===== config.mk =====
export PLATFORM = sky130hd
export DESIGN_NAME = decode_top
export DESIGN_NICKNAME = d
export VERILOG_FILES = /design/src/id_pkg.sv /design/src/reg_file.sv /design/src/control_decoder.sv /design/src/hazard_unit.sv /design/src/pipe_reg.sv /design/src/decode_stage.sv /design/src/decode_top.sv
export SDC_FILE = /design/constraint.sdc
export NUM_CORES = 1
export LEC_CHECK = 0
export BUFFER_PORTS_ARGS = -buffer_cell sky130_fd_sc_hd__buf_4
export CAP_MARGIN = 20
export CORE_ASPECT_RATIO = 1.1
export CORE_UTILIZATION = 30
export DETAILED_ROUTE_END_ITERATION = 16
export GPL_ROUTABILITY_DRIVEN = 0
export GPL_TIMING_DRIVEN = 0
export HOLD_SLACK_MARGIN = 0.05
export SYNTH_ARGS = -nofsm -noshare
export SYNTH_HDL_FRONTEND = slang
export SYNTH_HIERARCHICAL = 1
export SYNTH_SLANG_ARGS = --single-unit

===== constraint.sdc =====
create_clock -name clk -period 3 [get_ports clk]
set_input_delay 0.3 -clock clk [delete_from_list [all_inputs] [get_ports clk]]
set_output_delay 0.3 -clock clk [all_outputs]
set_load 0.01 [all_outputs]

===== src/id_pkg.sv =====
// Decode stage shared definitions: opcodes, ALU codes, register numbers, pipeline structs
package id_pkg;

    // Instruction opcodes, inst[15:12]
    typedef enum logic [3:0] {
        ADD  = 4'h0,
        SUB  = 4'h1,
        AND  = 4'h2,
        NOR  = 4'h3,
        SLL  = 4'h4,
        SRL  = 4'h5,
        SRA  = 4'h6,
        NOP7 = 4'h7,
        LW   = 4'h8,
        SW   = 4'h9,
        LHB  = 4'hA,
        LLB  = 4'hB,
        BR   = 4'hC,
        CALL = 4'hD,
        RET  = 4'hE,
        HLT  = 4'hF
    } opcode_e;

    typedef enum logic [2:0] {
        ALU_ADD  = 3'd0,
        ALU_SUB  = 3'd1,
        ALU_AND  = 3'd2,
        ALU_NOR  = 3'd3,
        ALU_SLL  = 3'd4,
        ALU_SRL  = 3'd5,
        ALU_SRA  = 3'd6,
        ALU_NONE = 3'd7  // Bubble, ALU idle
    } alu_op_e;

    localparam logic [3:0] SP_REG = 4'd15;  // Stack pointer
    localparam logic [3:0] DS_REG = 4'd14;  // Data segment base

    typedef struct packed {
        logic [15:0] instr;
        logic [15:0] pc;
    } if_id_t;

    typedef struct packed {
        logic    reg_write;
        logic    mem_write;
        logic    mem_read;
        logic    mem_to_reg;  // Write back from memory
        logic    alu_src;     // Immediate as operand B
        alu_op_e alu_op;
        logic    branch;
        logic    call;
        logic    ret;
        logic    load_half;
        logic    half_spec;   // 0 -> LHB, 1 -> LLB
    } ctrl_t;

    // Destination that is about to be written
    typedef struct packed {
        logic       wr;
        logic [3:0] rd;
    } dest_t;

    typedef struct packed {
        logic        en;
        logic [3:0]  rd;
        logic [15:0] data;
    } wb_t;

    typedef struct packed {
        ctrl_t       ctrl;
        logic [15:0] read_data_1;
        logic [15:0] read_data_2;
        logic [15:0] sign_ext;
        logic [3:0]  rd;           // Also load/save register
        logic [2:0]  branch_cond;
        logic [11:0] call_target;
        logic [15:0] pc;
    } id_ex_t;

    localparam ctrl_t  CTRL_BUBBLE  = '{alu_op: ALU_NONE, default: '0};
    localparam if_id_t IF_ID_RESET  = '{instr: {NOP7, 12'h000}, pc: 16'h0000};
    localparam id_ex_t ID_EX_BUBBLE = '{ctrl: CTRL_BUBBLE, default: '0};

endpackage


===== src/reg_file.sv =====
// Register file: sixteen 16-bit registers, two reads with DS/SP select, one synchronous write
`timescale 1ns/10ps

module reg_file (
    input  logic        clk,
    input  logic        we,
    input  logic [3:0]  wr_reg,
    input  logic [15:0] wr_data,
    input  logic [3:0]  rd_reg_1,
    input  logic [3:0]  rd_reg_2,
    input  logic        data_reg,     // Port 1 reads data segment reg
    input  logic        stack_reg,    // Port 1 reads stack pointer
    output logic [15:0] read_data_1,
    output logic [15:0] read_data_2
);

    logic [15:0] regs [16];
    logic [3:0]  sel_1;  // Effective port 1 address

    // Write lands on the edge, same-cycle read sees old value
    always_ff @(posedge clk) begin
        if (we) begin
            regs[wr_reg] <= wr_data;
        end
    end

    // Port 1 source select
    always_comb begin
        if (data_reg) begin
            sel_1 = id_pkg::DS_REG;  // LW/SW base
        end else if (stack_reg) begin
            sel_1 = id_pkg::SP_REG;  // CALL/RET
        end else begin
            sel_1 = rd_reg_1;
        end
    end

    assign read_data_1 = regs[sel_1];
    assign read_data_2 = regs[rd_reg_2];  // No select on port 2

endmodule


===== src/control_decoder.sv =====
// Control decoder: opcode to execute, memory and write-back controls plus decode-local selects
`timescale 1ns/10ps

module control_decoder (
    input  id_pkg::opcode_e opcode,
    output id_pkg::ctrl_t   ctrl,
    output logic            data_reg,    // Port 1 from DS reg
    output logic            stack_reg,   // Port 1 from SP
    output logic            rt_from_rd,  // rt taken from inst[11:8]
    output logic            sext_wide    // Extend imm8, else imm4
);

    always_comb begin
        // Defaults give the bubble control
        ctrl       = id_pkg::CTRL_BUBBLE;
        data_reg   = 1'b0;
        stack_reg  = 1'b0;
        rt_from_rd = 1'b0;
        sext_wide  = 1'b0;

        case (opcode)
            id_pkg::ADD: begin
                ctrl.reg_write = 1'b1;
                ctrl.alu_op    = id_pkg::ALU_ADD;
            end
            id_pkg::SUB: begin
                ctrl.reg_write = 1'b1;
                ctrl.alu_op    = id_pkg::ALU_SUB;
            end
            id_pkg::AND: begin
                ctrl.reg_write = 1'b1;
                ctrl.alu_op    = id_pkg::ALU_AND;
            end
            id_pkg::NOR: begin
                ctrl.reg_write = 1'b1;
                ctrl.alu_op    = id_pkg::ALU_NOR;
            end
            // Shifts take the 4-bit immediate as amount
            id_pkg::SLL, id_pkg::SRL, id_pkg::SRA: begin
                ctrl.reg_write = 1'b1;
                ctrl.alu_src   = 1'b1;
                ctrl.alu_op    = (opcode == id_pkg::SLL) ? id_pkg::ALU_SLL :
                                 (opcode == id_pkg::SRL) ? id_pkg::ALU_SRL : id_pkg::ALU_SRA;
            end
            id_pkg::LW: begin
                ctrl.mem_read   = 1'b1;
                ctrl.mem_to_reg = 1'b1;
                ctrl.reg_write  = 1'b1;
                ctrl.alu_src    = 1'b1;
                ctrl.alu_op     = id_pkg::ALU_ADD;  // DS + imm8
                data_reg        = 1'b1;
                sext_wide       = 1'b1;
            end
            id_pkg::SW: begin
                ctrl.mem_write = 1'b1;
                ctrl.alu_src   = 1'b1;
                ctrl.alu_op    = id_pkg::ALU_ADD;
                data_reg       = 1'b1;
                rt_from_rd     = 1'b1;  // Store data reg in [11:8]
                sext_wide      = 1'b1;
            end
            id_pkg::LHB, id_pkg::LLB: begin
                ctrl.load_half = 1'b1;
                ctrl.reg_write = 1'b1;
                ctrl.half_spec = (opcode == id_pkg::LLB);
                rt_from_rd     = 1'b1;  // Keeps the other half
                sext_wide      = 1'b1;
            end
            id_pkg::BR:   ctrl.branch = 1'b1;
            id_pkg::CALL: begin
                ctrl.call = 1'b1;
                stack_reg = 1'b1;
            end
            id_pkg::RET: begin
                ctrl.ret  = 1'b1;
                stack_reg = 1'b1;
            end
            default: ctrl = id_pkg::CTRL_BUBBLE;  // NOP7, HLT
        endcase
    end

endmodule


===== src/hazard_unit.sv =====
// Hazard unit: register conflict detection and the call/return PC-hazard flag
`timescale 1ns/10ps

module hazard_unit (
    input  logic          clk,
    input  logic          rst,
    input  logic [3:0]    rs,
    input  logic [3:0]    rt,
    input  logic          uses_rs,
    input  logic          uses_rt,
    input  id_pkg::dest_t id_ex_dst,
    input  id_pkg::dest_t ex_mem_dst,
    input  id_pkg::dest_t mem_wb_dst,
    input  logic          call,       // Raw decoder output
    input  logic          ret,
    input  logic          pc_update,  // New PC resolved downstream
    output logic          data_hazard,
    output logic          pc_hazard
);

    logic rs_hit;
    logic rt_hit;

    // Any pending writer of the register
    function automatic logic pending(input id_pkg::dest_t dst, input logic [3:0] src);
        return dst.wr && (dst.rd == src);
    endfunction

    always_comb begin
        rs_hit = pending(id_ex_dst, rs) | pending(ex_mem_dst, rs) | pending(mem_wb_dst, rs);
        rt_hit = pending(id_ex_dst, rt) | pending(ex_mem_dst, rt) | pending(mem_wb_dst, rt);
    end

    // MEM_WB also covers the old-value read during write-back
    assign data_hazard = (uses_rs & rs_hit) | (uses_rt & rt_hit);

    // Set by accepted CALL/RET, held until the PC update
    always_ff @(posedge clk) begin
        if (rst) begin
            pc_hazard <= 1'b0;
        end else if (pc_hazard) begin
            if (pc_update) begin
                pc_hazard <= 1'b0;
            end
        end else if ((call | ret) && !data_hazard) begin
            pc_hazard <= 1'b1;  // Only when not stalled
        end
    end

endmodule


===== src/pipe_reg.sv =====
// Pipeline register for any payload, with stall hold and bubble load
`timescale 1ns/10ps

module pipe_reg #(
    parameter type      payload_t = logic [31:0],
    parameter payload_t BUBBLE    = '0
) (
    input  logic     clk,
    input  logic     rst,
    input  logic     hold,    // Keep current contents
    input  logic     bubble,  // Insert empty slot
    input  payload_t d,
    output payload_t q
);

    // Bubble wins over hold
    always_ff @(posedge clk) begin
        if (rst || bubble) begin
            q <= BUBBLE;
        end else if (!hold) begin
            q <= d;
        end
    end

endmodule


===== src/decode_stage.sv =====
// Decode datapath: field split, operand read, sign extension, hazard bubble and SP reset write
`timescale 1ns/10ps

module decode_stage (
    input  logic           clk,
    input  logic           rst,
    input  id_pkg::if_id_t if_id,
    input  id_pkg::wb_t    wb,
    input  id_pkg::dest_t  id_ex_dst,
    input  id_pkg::dest_t  ex_mem_dst,
    input  id_pkg::dest_t  mem_wb_dst,
    input  logic           pc_update,
    output id_pkg::id_ex_t decoded,
    output logic           stall
);

    id_pkg::opcode_e opcode;
    id_pkg::ctrl_t   dec_ctrl;      // Before the bubble mux
    id_pkg::wb_t     wb_eff;        // Write port after reset mux
    logic [3:0]      rs;
    logic [3:0]      rt;
    logic            data_reg;
    logic            stack_reg;
    logic            rt_from_rd;
    logic            sext_wide;
    logic            uses_rs;
    logic            uses_rt;
    logic            data_hazard;
    logic            pc_hazard;

    assign opcode = id_pkg::opcode_e'(if_id.instr[15:12]);
    assign rs     = if_id.instr[7:4];
    assign rt     = rt_from_rd ? if_id.instr[11:8] : if_id.instr[3:0];

    // Source registers actually read, per opcode
    always_comb begin
        uses_rs = 1'b0;
        uses_rt = 1'b0;
        case (opcode)
            id_pkg::ADD, id_pkg::SUB, id_pkg::AND, id_pkg::NOR: begin
                uses_rs = 1'b1;
                uses_rt = 1'b1;
            end
            id_pkg::SLL, id_pkg::SRL, id_pkg::SRA: uses_rs = 1'b1;
            id_pkg::SW, id_pkg::LHB, id_pkg::LLB:  uses_rt = 1'b1;  // rt is [11:8] here
            default: ;  // Port 1 from DS/SP or no reads
        endcase
    end

    // SP forced to all ones while in reset
    always_comb begin
        if (rst) begin
            wb_eff = '{en: 1'b1, rd: id_pkg::SP_REG, data: 16'hFFFF};
        end else begin
            wb_eff = wb;
        end
    end

    reg_file u_reg_file (
        .clk         (clk),
        .we          (wb_eff.en),
        .wr_reg      (wb_eff.rd),
        .wr_data     (wb_eff.data),
        .rd_reg_1    (rs),
        .rd_reg_2    (rt),
        .data_reg    (data_reg),
        .stack_reg   (stack_reg),
        .read_data_1 (decoded.read_data_1),
        .read_data_2 (decoded.read_data_2)
    );

    control_decoder u_ctrl (
        .opcode     (opcode),
        .ctrl       (dec_ctrl),
        .data_reg   (data_reg),
        .stack_reg  (stack_reg),
        .rt_from_rd (rt_from_rd),
        .sext_wide  (sext_wide)
    );

    hazard_unit u_hazard (
        .clk         (clk),
        .rst         (rst),
        .rs          (rs),
        .rt          (rt),
        .uses_rs     (uses_rs),
        .uses_rt     (uses_rt),
        .id_ex_dst   (id_ex_dst),
        .ex_mem_dst  (ex_mem_dst),
        .mem_wb_dst  (mem_wb_dst),
        .call        (dec_ctrl.call),
        .ret         (dec_ctrl.ret),
        .pc_update   (pc_update),
        .data_hazard (data_hazard),
        .pc_hazard   (pc_hazard)
    );

    assign stall = data_hazard | pc_hazard;

    // Bubble only touches control, data fields pass through
    assign decoded.ctrl        = stall ? id_pkg::CTRL_BUBBLE : dec_ctrl;
    assign decoded.sign_ext    = sext_wide ? {{8{if_id.instr[7]}}, if_id.instr[7:0]}
                                           : {{12{if_id.instr[3]}}, if_id.instr[3:0]};
    assign decoded.rd          = if_id.instr[11:8];
    assign decoded.branch_cond = if_id.instr[10:8];
    assign decoded.call_target = if_id.instr[11:0];
    assign decoded.pc          = if_id.pc;

endmodule


===== src/decode_top.sv =====
// Decode top: IF/ID register, decode stage and ID/EX register with stall handshake
`timescale 1ns/10ps

module decode_top (
    input  logic           clk,
    input  logic           rst,
    input  id_pkg::if_id_t fetch,
    input  id_pkg::wb_t    wb,
    input  id_pkg::dest_t  ex_mem_dst,
    input  id_pkg::dest_t  mem_wb_dst,
    input  logic           pc_update,
    output id_pkg::id_ex_t id_ex,
    output logic           stall       // Freezes fetch
);

    id_pkg::if_id_t if_id;
    id_pkg::id_ex_t decoded;
    id_pkg::dest_t  id_ex_dst;

    // Instruction now in execute, fed back for hazard checks
    assign id_ex_dst = '{wr: id_ex.ctrl.reg_write, rd: id_ex.rd};

    pipe_reg #(
        .payload_t (id_pkg::if_id_t),
        .BUBBLE    (id_pkg::IF_ID_RESET)  // NOP7 after reset
    ) if_id_reg (
        .clk    (clk),
        .rst    (rst),
        .hold   (stall),
        .bubble (1'b0),
        .d      (fetch),
        .q      (if_id)
    );

    decode_stage u_decode (
        .clk        (clk),
        .rst        (rst),
        .if_id      (if_id),
        .wb         (wb),
        .id_ex_dst  (id_ex_dst),
        .ex_mem_dst (ex_mem_dst),
        .mem_wb_dst (mem_wb_dst),
        .pc_update  (pc_update),
        .decoded    (decoded),
        .stall      (stall)
    );

    // Bubble already muxed into decoded
    pipe_reg #(
        .payload_t (id_pkg::id_ex_t),
        .BUBBLE    (id_pkg::ID_EX_BUBBLE)
    ) id_ex_reg (
        .clk    (clk),
        .rst    (rst),
        .hold   (1'b0),
        .bubble (1'b0),
        .d      (decoded),
        .q      (id_ex)
    );

endmodule


# Word level (Yosys, flattened, before mapping)
# Memory sizes are Yosys's and may differ from the RTL's. A register that Yosys moved wholly into a read port is not among the register bits.
# Index checks and enable logic that the tools add are counted.
# W data, S select, Z words.
[totals]
ramBits = 256
inputBits = 66
register_bits = 97
wordCells = 98
n_memories = 1
[memory_table]
columns = ["name", "depth", "word_bits", "read_ports", "rd_clocked_by_memory_dff", "write_ports", "line_no", "text"]
rows = [
  ["u_decode.u_reg_file.regs", 16, 16, 2, 2, 1, "reg_file.sv:17", "logic [15:0] regs [16];"],
]
[classes]
n_bitwise = 10
muxes = 27
reduce_logical = 22
n_eq_ne = 19
[op_table]
columns = ["cell", "count"]
rows = [
  ["$eq A4 B4 Y1 const B", 7],
  ["$eq A4 B4 Y1", 6],
  ["$mux W21", 1],
  ["$mux W1", 17],
  ["$mux W16", 1],
  ["$pmux W3 S5", 1],
  ["$reduce_or A7 Y1", 2],
  ["$eq A4 B3 Y1 const B", 3],
  ["$mux W4", 3],
  ["$reduce_or A3 Y1", 4],
  ["$reduce_or A10 Y1", 1],
  ["$eq A4 B2 Y1 const B", 2],
  ["$mux W2", 4],
  ["$reduce_or A2 Y1", 4],
  ["$logic_and A1 B1 Y1", 7],
  ["$or A1 B1 Y1", 7],
  ["$reduce_or A5 Y1", 1],
  ["$eq A4 B1 Y1 const B", 1],
  ["$logic_not A4 Y1", 1],
  ["$reduce_or A4 Y1", 1],
  ["$and A1 B1 Y1", 2],
  ["$logic_not A1 Y1", 1],
  ["$not A1 Y1", 1],
]

# Logic depth before layout (Yosys ltp)
# Gate-level depths: netlist of run 1.
[logic_depth]
ltp_word = 14
mapped_depth = 16
ltp_nobuf = 12

# Modules after synthesis
# The synthesis of run 1 kept the hierarchy.
[modules_own_cells]
columns = ["module", "cells_per_inst", "n_inst", "area_each_um2"]
rows = [
  ["reg_file", 706, 1, 12172.9],
  ["pipe_reg at id_ex_reg", 311, 1, 3459.6],
  ["pipe_reg at if_id_reg", 105, 1, 1161.1],
  ["decode_stage", 102, 1, 693.2],
  ["hazard_unit", 46, 1, 349.1],
  ["control_decoder", 28, 1, 156.4],
  ["decode_top", 1, 1, 3.8],
]

# Least setup slack after synthesis of run 1
# OpenSTA, ideal clock, no wires.
[synth_timing]
path_kind = "reg2reg"
startpoint = "reg if_id_reg/q[29] (netlist name)"
endpoint = "reg if_id_reg/q[28] (netlist name)"
synth_period_minus_slack_ps = 2948
arrival_ps = 2828
stages_incl_launch_ff = 17
setup_slack_ps = 52
path_buffers = 4
t_required_ps = 2879
cell_sequence = "dfxtp_1 > buf_2 > nor2_1 > nor2_1 > mux2_2 > xor2_1 > nor3_1 > nand4_1 > and4_1 > nand3_1 > nor2_2 > buf_6 > inv_1 > buf_2 > buf_6 > mux2i_1 > nand2_1"
[synth_via]
elab_chain_len = 11
word_cells_on_any_way = 29
cone_classes = "eq/ne (12); mux (4); bitwise (6); reduce/logical (7)"
[synth_lines]
columns = ["item", "line_no", "text"]
rows = [
  ["start, declared", "pipe_reg.sv:13", "output payload_t q"],
  ["start signal, assigned", "pipe_reg.sv:19", "q <= BUBBLE;"],
  ["start signal, assigned", "pipe_reg.sv:21", "q <= d;"],
  ["$eq A4 B4 Y1", "control_decoder.sv:21", "case (opcode)"],
  ["$reduce_or A3 Y1 (no line) *", "--", ""],
  ["$mux W1 *", "control_decoder.sv:21", ""],
  ["net u_decode.rt_from_rd", "decode_stage.sv:24", "logic rt_from_rd;"],
  ["$mux W4 *", "decode_stage.sv:33", "assign rt = rt_from_rd ? if_id.instr[11:8] : if_id.instr[3:0];"],
  ["net u_decode.rt[0]", "decode_stage.sv:21", "logic [3:0] rt;"],
  ["$eq A4 B4 Y1", "hazard_unit.sv:26", "return dst.wr && (dst.rd == src);"],
  ["$logic_and A1 B1 Y1", "hazard_unit.sv:26", ""],
  ["$or A1 B1 Y1", "hazard_unit.sv:31", "rt_hit = pending(id_ex_dst, rt) | pending(ex_mem_dst, rt) | pending(mem_wb_dst, rt);"],
  ["$or A1 B1 Y1 *", "hazard_unit.sv:31", ""],
  ["$and A1 B1 Y1 *", "hazard_unit.sv:35", "assign data_hazard = (uses_rs & rs_hit) | (uses_rt & rt_hit);"],
  ["$or A1 B1 Y1 *", "hazard_unit.sv:35", ""],
  ["net u_decode.data_hazard", "decode_stage.sv:28", "logic data_hazard;"],
  ["$or A1 B1 Y1 *", "decode_stage.sv:98", "assign stall = data_hazard | pc_hazard;"],
  ["net stall", "decode_top.sv:13", "output logic stall"],
]
# Mark *: on every way through the listed nets, which the timed path passes. The rest lies on a longest branch.
# A chain may end at the register's enable or synchronous reset.

# Worst setup path in the final report of run 1
[layout_timing]
startpoint = "reg if_id_reg/q[30] (netlist name)"
endpoint = "out stall"
[layout_via]
elab_chain_len = 11
word_cells_on_any_way = 29
cone_classes = "eq/ne (12); mux (4); bitwise (6); reduce/logical (7)"
[layout_lines]
columns = ["item", "line_no"]
rows = [
  ["$eq A4 B4 Y1", "control_decoder.sv:21"],
  ["$reduce_or A3 Y1 (no line) *", "--"],
  ["$mux W1 *", "control_decoder.sv:21"],
  ["net u_decode.rt_from_rd", "decode_stage.sv:24"],
  ["$mux W4 *", "decode_stage.sv:33"],
  ["net u_decode.rt[0]", "decode_stage.sv:21"],
  ["$eq A4 B4 Y1", "hazard_unit.sv:26"],
  ["$logic_and A1 B1 Y1", "hazard_unit.sv:26"],
  ["$or A1 B1 Y1", "hazard_unit.sv:31"],
  ["$or A1 B1 Y1 *", "hazard_unit.sv:31"],
  ["$and A1 B1 Y1 *", "hazard_unit.sv:35"],
  ["$or A1 B1 Y1 *", "hazard_unit.sv:35"],
  ["net u_decode.data_hazard", "decode_stage.sv:28"],
  ["$or A1 B1 Y1 *", "decode_stage.sv:98"],
  ["end, declared", "decode_top.sv:13"],
]
# Marked as above.

==> results.txt, run 1 <==
status: complete, no violations
Site Rows: 93
die width: 236 µm
most frequent CP cell: nor2_4
core area: 58,900 µm²
Tcrit/Tclk final: 0.998
Worst-Margin Slew: 994 ps
post-route ant nets: 0
Static Leak: 0.00868 µW
post-synth cell types: 64
synthesized area: 18,000 µm²
first-pass GRT wire length: 84.1 mm
Power Density: 549 nW/µm²
Reg clk slew, reported paths: 50 ps
area grow syn2layout: 25.8%
hpwl dp: 40.5 mm
sequential fraction of the synthesis area: 0.571
Worst path max stage delay: 370 ps
maximum clock path buffer count: 3
initial antenna violation count: 0
maximum clock frequency: 334 MHz
top cells by count, synth: edfxtp_1, mux2i_1, nor2_1, dfxtp_1, mux4_2
CP Launch Type: register
predominant post-synthesis flop cell: edfxtp_1
post-route cell area: 22,600 µm²
CTS H-Tree Depth: 2
placed instance area: 20,600 µm²
arrival time worst endpoint: 2690 ps
Slew Viols, Final: 0
post-route minimum period: 2990 ps
Initial Util: 0.306
Async S/R FF share, synth: 0
Num CTS Buffers: 44
layout cells sized above 1: 0.339
mux contribution to synthesized area: 0.203
adder-cell area share of the yosys netlist: 0
Die Area: 61,000 µm²
endpoints failing setup: 0
Final Non-Filler Cells: 2,369
initial DRC count: 1,209
Cells after Synth: 1,299
most instantiated library cell after synthesis: edfxtp_1
CP max FO: 5
Rel. slew slack: 0.333
vias in the first global route: 12.4k
placed cell count: 2,244
CP Capture Type: primary output
WL/cell: 24.7 µm
total global routing overflow: 0
Via density: 5.24
area leader, netlist: edfxtp_1
post-synthesis register bit count: 385
Root Buffer: clkbuf_16
largest family of logic cells by synthesized area: multiplexers
Slowest-stage cell, CP: mux2_4
top cell type's share of synthesized area: 0.427
via count: 12.4k
Pre-antenna DRT Iters: 5
RSZ-0062 raised after global routing: true
xor/xnor cell area share of the yosys netlist: 0.0102
syn avg cell area: 13.9 µm²
Antenna Cells: 0
critical path type: register to primary output
worst hold-check path type: primary input to register
worst skew pair latency: 600 ps
Max rail drop VDD: 0.000385 V
clk_skew: 36.9 ps
DRC viols: 0
CP required: 2700 ps
I/O pin count: 163
Fin. Hold Viols: 0
Post-synth EDFFs: 256
Cell Chain, Critical Path: nand2b_4 > nor2_4 > mux2_4 > xor2_1 > nor3_2 > nand4_1 > and4_4 > nand3_4 > nor2_4 > inv_2 > buf_6
die height: 259 µm
YS warnings: 6
I/O Buffers: 162
Final Hold Slack: 277 ps
Compound-Gate Fraction of Synth Area: 0.0660
top cells by area, synth: edfxtp_1, dfxtp_1, mux4_2
largest net degree at the start of global routing: 17
clk sinks: 385
Final #Nets: 1,642
number of max-cap violations: 0
Synth Area in Simple Gates: 0.0925
CTS tree: done
Global Route Usage Sum: 0.189
wirelength, routed: 58.5 mm
-- report_power, final --
group | switching, µW | total, µW | internal (µW)
Combinational | 703 | 1280 | 575
Clock | 2230 | 5270 | 3040
Sequential | 88.6 | 5890 | 5800
-- state kept, by name (all words and copies together), names as in the netlist --
signal                       count
u_decode/u_hazard/pc_hazard      1
id_ex_reg/q                     96
u_decode/u_reg_file/regs       256
if_id_reg/q                     32
-- metrics by stage --
stage,setup slack (ps),utilization,TNS (ps),power [µW]
global route,-111,0.384,-248,12800
detailed placement,-912,0.349,-40230,7170
global placement,-1680,0.343,-173040,7120
floorplan,51.5,-,0,6710
CTS,-64.8,0.382,-64.8,12500
finish,5.65,0.384,0,12400
-- routing by layer --
metal  track usage  part of all wire
met1         0.231              0.40
met2         0.324              0.49
met3        0.0490             0.085
met4        0.0664             0.032
met5             0                 0
-- area by class of cell --
class / count / area, µm²
fill: 5566 / 36200
sequential: 385 / 10300
multi-input combinational: 772 / 6870
timing repair buffer: 230 / 2000
clock buffer: 63 / 1260
buffer: 136 / 1090
tap: 760 / 951
clock inverter: 16 / 151
inverter: 7 / 26.3
-- path summary, 6_finish.rpt --
path,start,end,slack [ps],depth (start not counted)
setup / recovery,if_id_reg/q[30],stall,6,11
setup reg to reg,if_id_reg/q[28],id_ex_reg/q[80],60,10
hold reg to reg,if_id_reg/q[10],if_id_reg/q[10],490,2
hold / removal,ex_mem_dst[4],u_decode/u_hazard/pc_hazard,280,4
-- critical path, delay by kind of cell (launching register included) --
kind | cells | cell delay (ps)
and+or+nand+nor | 7 | 1010
muxes | 1 | 370
DFF | 1 | 360
xor gates and xnor gates | 1 | 200
buffers and inverters | 2 | 180
-- timing repair --
item / 4_1_cts / 5_1_grt
setup endpoints to repair: 78 / 58
setup buffers: 11 / 4
resized for setup: 55 / 32
endpoints found under the hold margin: 36 / 0
pin swaps: 8 / 7
hold buffers: 34 / 0
-- cells by family after synthesis --
| family | count (synthesis) |
|---|---|
| AND/OR/NAND/NOR | 327 |
| other | 1 |
| multiplexers | 262 |
| buffers and inverters | 146 |
| flip-flops | 385 |
| AO/OA/AOI/OAI | 157 |
| XOR/XNOR | 21 |
-- cell usage in the layout (no fill, tap or decap), drive strengths merged, types with 33 or more instances in the layout --
master and count:
dfxtp 129, nor2b 43, nor2 149, dlygate4sd3 34
mux2i 162, edfxtp 256, mux4 80, nand2 33
clkbuf 81, a21oi 36, buf 314
(Power assumes the default switching activity.)
==> inputs of run 2 (changes only) <==
BUFFER_PORTS_ARGS = -buffer_cell sky130_fd_sc_hd__buf_2   (was -buffer_cell sky130_fd_sc_hd__buf_4)
==> run 2 against run 1 <==
  * Core utilization shrank 0.41 points
  * Highest routed layer unchanged
  * First-iteration DRC count is 0.91% higher
  * Clock-buffer cell count fell by 11
  * Final cell count is essentially flat
  * Critical path type unchanged
  * Worst hold slack got worse by 170 ps
  * Combinational power decreased by 3%
  * Non-clock buffer count rose by 2
  * Clock skew down 10 ps
  * Register-to-register slack better by 20 ps
  * Total power is 4.3% higher
  * Worst setup slack improved by 6.4 ps
  * Wire length is 0.81% lower
==> results.txt, run 2 (synthesis gave the netlist of run 1 again) <==
status: complete, no violations
CTS tree: done
worst hold-check path type: primary input to register
CP Launch Type: register
RSZ-0062 raised after global routing: true
core area: 58,900 µm² (unchanged)
Rel. slew slack: 0.339 (+0.00550)
initial antenna violation count: 0 (unchanged)
CTS H-Tree Depth: 2 (unchanged)
Initial Util: 0.306 (unchanged)
first-pass GRT wire length: 84.1 mm (about the same)
Fillers: 5,565 (-0.018%)
die width: 236 µm (unchanged)
clk sinks: 385 (unchanged)
worst skew pair latency: 590 ps (about the same)
most frequent cells in the layout: edfxtp_1, buf_2, mux2i_1
Num CTS Buffers: 43 (-2.3%)
Reg clk slew, reported paths: 60 ps (about the same)
initial DRC count: 1,220 (+0.91%)
vias in the first global route: 12.6k (+0.97%)
Tot Pwr: 13,000 µW (+4.3%)
arrival time worst endpoint: 2690 ps (about the same)
maximum clock frequency: 335 MHz (+0.21%)
Die Area: 61,000 µm² (unchanged)
clk_skew: 26.7 ps (-10.2 ps)
Global Route Usage Sum: 0.189 (-0.000566)
die height: 259 µm (unchanged)
CP required: 2700 ps (about the same)
maximum clock path buffer count: 3 (unchanged)
post-route setup slack: 12.1 ps (+6.42 ps)
most common cell after layout, fill and taps aside: edfxtp_1
CP Capture Type: primary output
area grow syn2layout: 24.5%
Pre-antenna DRT Iters: 7 (+2)
Fin. Hold Viols: 0 (unchanged)
Static Leak: 0.00870 µW (+0.23%)
via count: 12.4k (-0.23%)
layout cells sized above 1: 0.343 (+0.00392)
wirelength, routed: 58.0 mm (-0.81%)
post-route ant nets: 0 (unchanged)
Worst-Margin Slew: 986 ps (-8.20 ps)
CP max FO: 4 (-1)
I/O Buffers: 162 (unchanged)
Antenna Cells: 0 (unchanged)
largest reg by FF count: u_decode/u_reg_file/regs
DRC viols: 0 (unchanged)
Slew Viols, Final: 0 (unchanged)
Max rail drop VDD: 0.000371 V (-3.8%)
Tcrit/Tclk final: 0.996 (-0.00214)
DP Worst Slack: -868 ps (+44.8 ps)
WL/cell: 24.5 µm (-0.89%)
Root Buffer: clkbuf_16
Via density: 5.22 (-0.31%)
Site Rows: 93 (unchanged)
total global routing overflow: 0 (unchanged)
number of max-cap violations: 0 (unchanged)
critical path type: register to primary output
hpwl dp: 40.7 mm (+0.45%)
largest net degree at the start of global routing: 17 (unchanged)
Power Density: 579 nW/µm² (+5.4%)
max reg flops: 256 (unchanged)
Final #Nets: 1,643 (+0.061%)
Largest regs: u_decode/u_reg_file/regs x256, id_ex_reg/q x96, if_id_reg/q x32
Core Util, Final: 0.380 (-0.00406)
post-route minimum period: 2990 ps (-6.42 ps)
endpoints failing setup: 0 (unchanged)
I/O pin count: 163 (unchanged)
==> run 2: cell count changes in the layout (fill, tap and decap cells not counted), moves of 3 or more <==
cell / delta
clkbuf_1: -7
bufinv_16: +9
buf_6: +5
clkinv_2: -4
clkbuf_4: -4
buf_2: +159
clkbuf_16: -3
buf_4: -155
==> run 2: per-stage QoR <==
stage	cell area, µm²	instances	setup TNS [ps]	hold slack [ps]
6_report	22400	2371	0	111
3_3_place_gp	19800	2225	-187720	477
2_1_floorplan	18000	1303	0	409
3_5_place_dp	20200	2244	-36510	485
5_1_grt	22400	2371	-105	148
4_1_cts	22300	2369	-59.3	104
==> run 2: critical path, cell delays in order (launching register included) <==
cell,delay [ps]
dfxtp_4,350
nand2b_4,150
nor2_4,220
mux2_4,370
buf_6,130
xor2_1,130
nor3_1,170
nand4_1,210
nand3_2,170
nor2_4,50
inv_2,70
buf_6,100
==> run 2: path summary, 6_finish.rpt <==
| kind | from | end | slack (ps) | cells past startpoint |
|---|---|---|---|---|
| max | if_id_reg/q[30] | stall | 10 | 11 |
| min | rst | id_ex_reg/q[89] | 110 | 3 |
| max reg2reg | if_id_reg/q[30] | id_ex_reg/q[65] | 80 | 10 |
| min reg2reg | if_id_reg/q[10] | if_id_reg/q[10] | 490 | 2 |
==> run 2: cell type report <==
type	instances	area [µm²]	share of cell area
Sequential cell	385	10300	0.459
Multi-Input combinational cell	772	6850	0.306
Inverter	7	26.3	0.00117
Buffer	137	1090	0.0489
Timing Repair Buffer	231	1610	0.0720
Clock buffer	52	1150	0.0513
Tap cell	760	951	0.0425
Clock inverter	27	427	0.0190
==> run 2: what timing repair did <==
action                     4_1_cts  5_1_grt
pin swaps                        7        8
hold endpoints to repair        33        0
setup endpoints to repair       78       32
buffers inserted                15        2
resized for setup               61       32
hold buffers                    33        0
==> run 2: metal layers <==
layer | GRT usage | part of all wire
met1 | 0.234 | 0.40
met2 | 0.319 | 0.49
met3 | 0.0440 | 0.080
met4 | 0.0721 | 0.033
met5 | 0 | 0
==> run 2: power by group <==
part	internal (µW)	total, µW	leakage (µW)	switching, µW
registers	5800	5890	0.00368	86.9
clock network	3610	5840	0.000758	2230
logic	541	1240	0.00426	696
==> inputs of run 3 (changes only) <==
CORE_MARGIN = 5   (was unset)
==> run 3 against run 2 <==
  * Clock skew is 7.1 ps higher
  * Clock-buffer cell count increased by 9
  * Combinational power is essentially flat
  * Global-route usage decreased by 1.7 points
  * Wire length down 0.29%
  * Sequential power barely moved
==> results.txt, run 3 (synthesis gave the netlist of run 1 again) <==
worst skew pair latency: 590 ps (about the same)
CP Launch Type: register
Clk pwr share: 0.440 (-0.011)
worst hold stages: 3 (unchanged)
via count: 12.4k (-0.12%)
most common cell after layout, fill and taps aside: edfxtp_1
Max rail drop VDD: 0.000397 V (+7.2%)
Worst-Margin Slew: 788 ps (-198 ps)
Final Hold Slack: 111 ps (-0.0610 ps)
post-route ant nets: 0 (unchanged)
hpwl dp: 41.2 mm (+1.3%)
CP Capture Type: primary output
FF-to-FF path depth: 10 (unchanged)
WL/cell: 24.3 µm (-0.71%)
DRC viols: 0 (unchanged)
Root Buffer: clkbuf_16
arrival time worst endpoint: 2660 ps (-30 ps)
initial antenna violation count: 2 (+2)
layout cells sized above 1: 0.349 (+0.00599)
Pre-antenna DRT Iters: 5 (-2)
R2R setup slack: 70 ps (about the same)
register area: 10,300 µm² (about the same)
initial DRC count: 1,138 (-6.7%)
die width: 244 µm (+3.4%)
post-route cell area: 22,400 µm² (+0.15%)
Final #Nets: 1,645 (+0.12%)
Slew Viols, Final: 0 (unchanged)
total negative slack: 0 ps (unchanged)
Num CTS Buffers: 43 (unchanged)
Site Rows: 94 (+1.1%)
core area: 59,600 µm² (+1.3%)
endpoints failing setup: 0 (unchanged)
sequential power share: 0.462 (+0.008)
Comb power frac: 0.097 (+0.002)
Via density: 5.19 (-0.54%)
maximum clock frequency: 338 MHz (+1.0%)
CP required: 2700 ps (about the same)
largest net degree at the start of global routing: 17 (unchanged)
CTS tree: done
Reg clk slew, reported paths: 50 ps (about the same)
Initial Util: 0.302 (-0.00385)
Worst Hold End: if_id_reg/q[28]
Largest regs: u_decode/u_reg_file/regs x256, id_ex_reg/q x96, if_id_reg/q x32
I/O Buffers: 162 (unchanged)
Rel. slew slack: 0.474 (+0.135)
most frequent cells in the layout: edfxtp_1, buf_2, mux2i_1
number of max-cap violations: 0 (unchanged)
Global Route Usage Sum: 0.171 (-0.0173)
cell-internal power: 9710 µW (-2.4%)
critical path type: register to primary output
RSZ-0062 raised after global routing: true
CP max FO: 4 (unchanged)
Core Util, Final: 0.376 (-0.00422)
Final Non-Filler Cells: 2,381 (+0.42%)
R2R Path End: id_ex_reg/q[56]
Static Leak: 0.00871 µW (about the same)
area of the multi-input gates: 6890 µm² (+0.58%)
status: complete, no violations
first-pass GRT wire length: 83.1 mm (-1.2%)
CTS H-Tree Depth: 2 (unchanged)
Sw Ratio: 0.238 (+0.00489)
placed cell count: 2,253 (+0.40%)
Power Density: 568 nW/µm² (-2.0%)
Tcrit/Tclk final: 0.986 (-0.0103)
wirelength, routed: 57.8 mm (-0.29%)
largest reg by FF count: u_decode/u_reg_file/regs
vias in the first global route: 12.6k (+0.48%)
R2R Path Start: if_id_reg/q[30]
worst hold-check path type: primary input to register
maximum clock path buffer count: 3 (unchanged)
Fin. Hold Viols: 0 (unchanged)
clk_skew: 33.8 ps (+7.06 ps)
I/O pin count: 163 (unchanged)
switching power: 3020 µW (+0.26%)
Die Area: 65,000 µm² (+6.6%)
clk sinks: 385 (unchanged)
total global routing overflow: 0 (unchanged)
Fillers: 5,618 (+0.95%)
hold path start: rst
max reg flops: 256 (unchanged)
die height: 267 µm (+3.1%)
area grow syn2layout: 24.6%
placed instance area: 20,200 µm² (+0.12%)
post-route minimum period: 2960 ps (-31.0 ps)
run 3: cell types whose count changed in the layout (fill, tap and decap cells not counted), sizes merged:
cell,delta
inv,+2
clkinv,-6
buf,-5
clkbuf,+16
bufinv,-6
diode,+1
run 3: power groups by stage:
| stage | clock network [µW] | registers [µW] | logic [µW] |
|---|---|---|---|
| after floorplan | 0 | 5980 | 727 |
| after global placement | 0 | 5990 | 1090 |
| after detailed placement | 0 | 6000 | 1130 |
| after CTS | 5750 | 5880 | 1200 |
| after global routing | 5960 | 5900 | 1320 |
| final | 5600 | 5890 | 1240 |
run 3: worst max path at each step:
stage	startpoint	endpoint	slack, ps	cells after the start
2_1_floorplan	if_id_reg/q[29]	if_id_reg/q[28]	50	16
3_3_place_gp	rst	u_decode/u_reg_file/regs[0][4]	-1700	5
3_5_place_dp	if_id_reg/q[29]	id_ex_reg/q[59]	-880	10
4_1_cts	if_id_reg/q[29]	id_ex_reg/q[55]	-50	11
5_1_grt	if_id_reg/q[30]	stall	-70	10
6_report	if_id_reg/q[30]	stall	40	11
run 3: final cells by class:
class / instances / area share
Antenna cell: 1 / 0.000112
Buffer: 137 / 0.0489
Clock buffer: 61 / 0.0570
Clock inverter: 17 / 0.0114
Inverter: 7 / 0.00117
Multi-Input combinational cell: 772 / 0.307
Sequential cell: 385 / 0.459
Tap cell: 768 / 0.0428
Timing Repair Buffer: 233 / 0.0727
run 3: timing repair:
action / in CTS / in global routing
gates cloned: 0 / 0
resized for setup: 48 / 45
hold buffers: 33 / 0
buffers inserted: 13 / 5
hold endpoints to repair: 33 / 0
pin swaps: 10 / 6
setup endpoints to repair: 78 / 32
run 3: layer usage:
metal  GRT usage  vias up  wire (µm)
li1            -     5468          -
met1       0.212     6193      23000
met2       0.294      569      28100
met3      0.0417      131       4660
met4      0.0622        0       2060
met5           0        -          0
run 3: stage by stage:
| stage | power [µW] | setup slack, ps |
|---|---|---|
| final | 12700 | 43.1 |
| after global routing | 13200 | -70.7 |
| after CTS | 12800 | -46.8 |
| after detailed placement | 7130 | -883 |
| after global placement | 7080 | -1700 |
| after floorplan | 6710 | 51.5 |
run 3: worst max-delay path, stage by stage (launching register included):
cell and delay, ps:
dfxtp_4 340, nand2b_4 150, nor2_4 220, mux2_4 370, xor2_2 160, nor3_2 210
nand4_1 110, and4_4 200, nand3_4 90, nor2_4 60, inv_2 60, buf_6 100
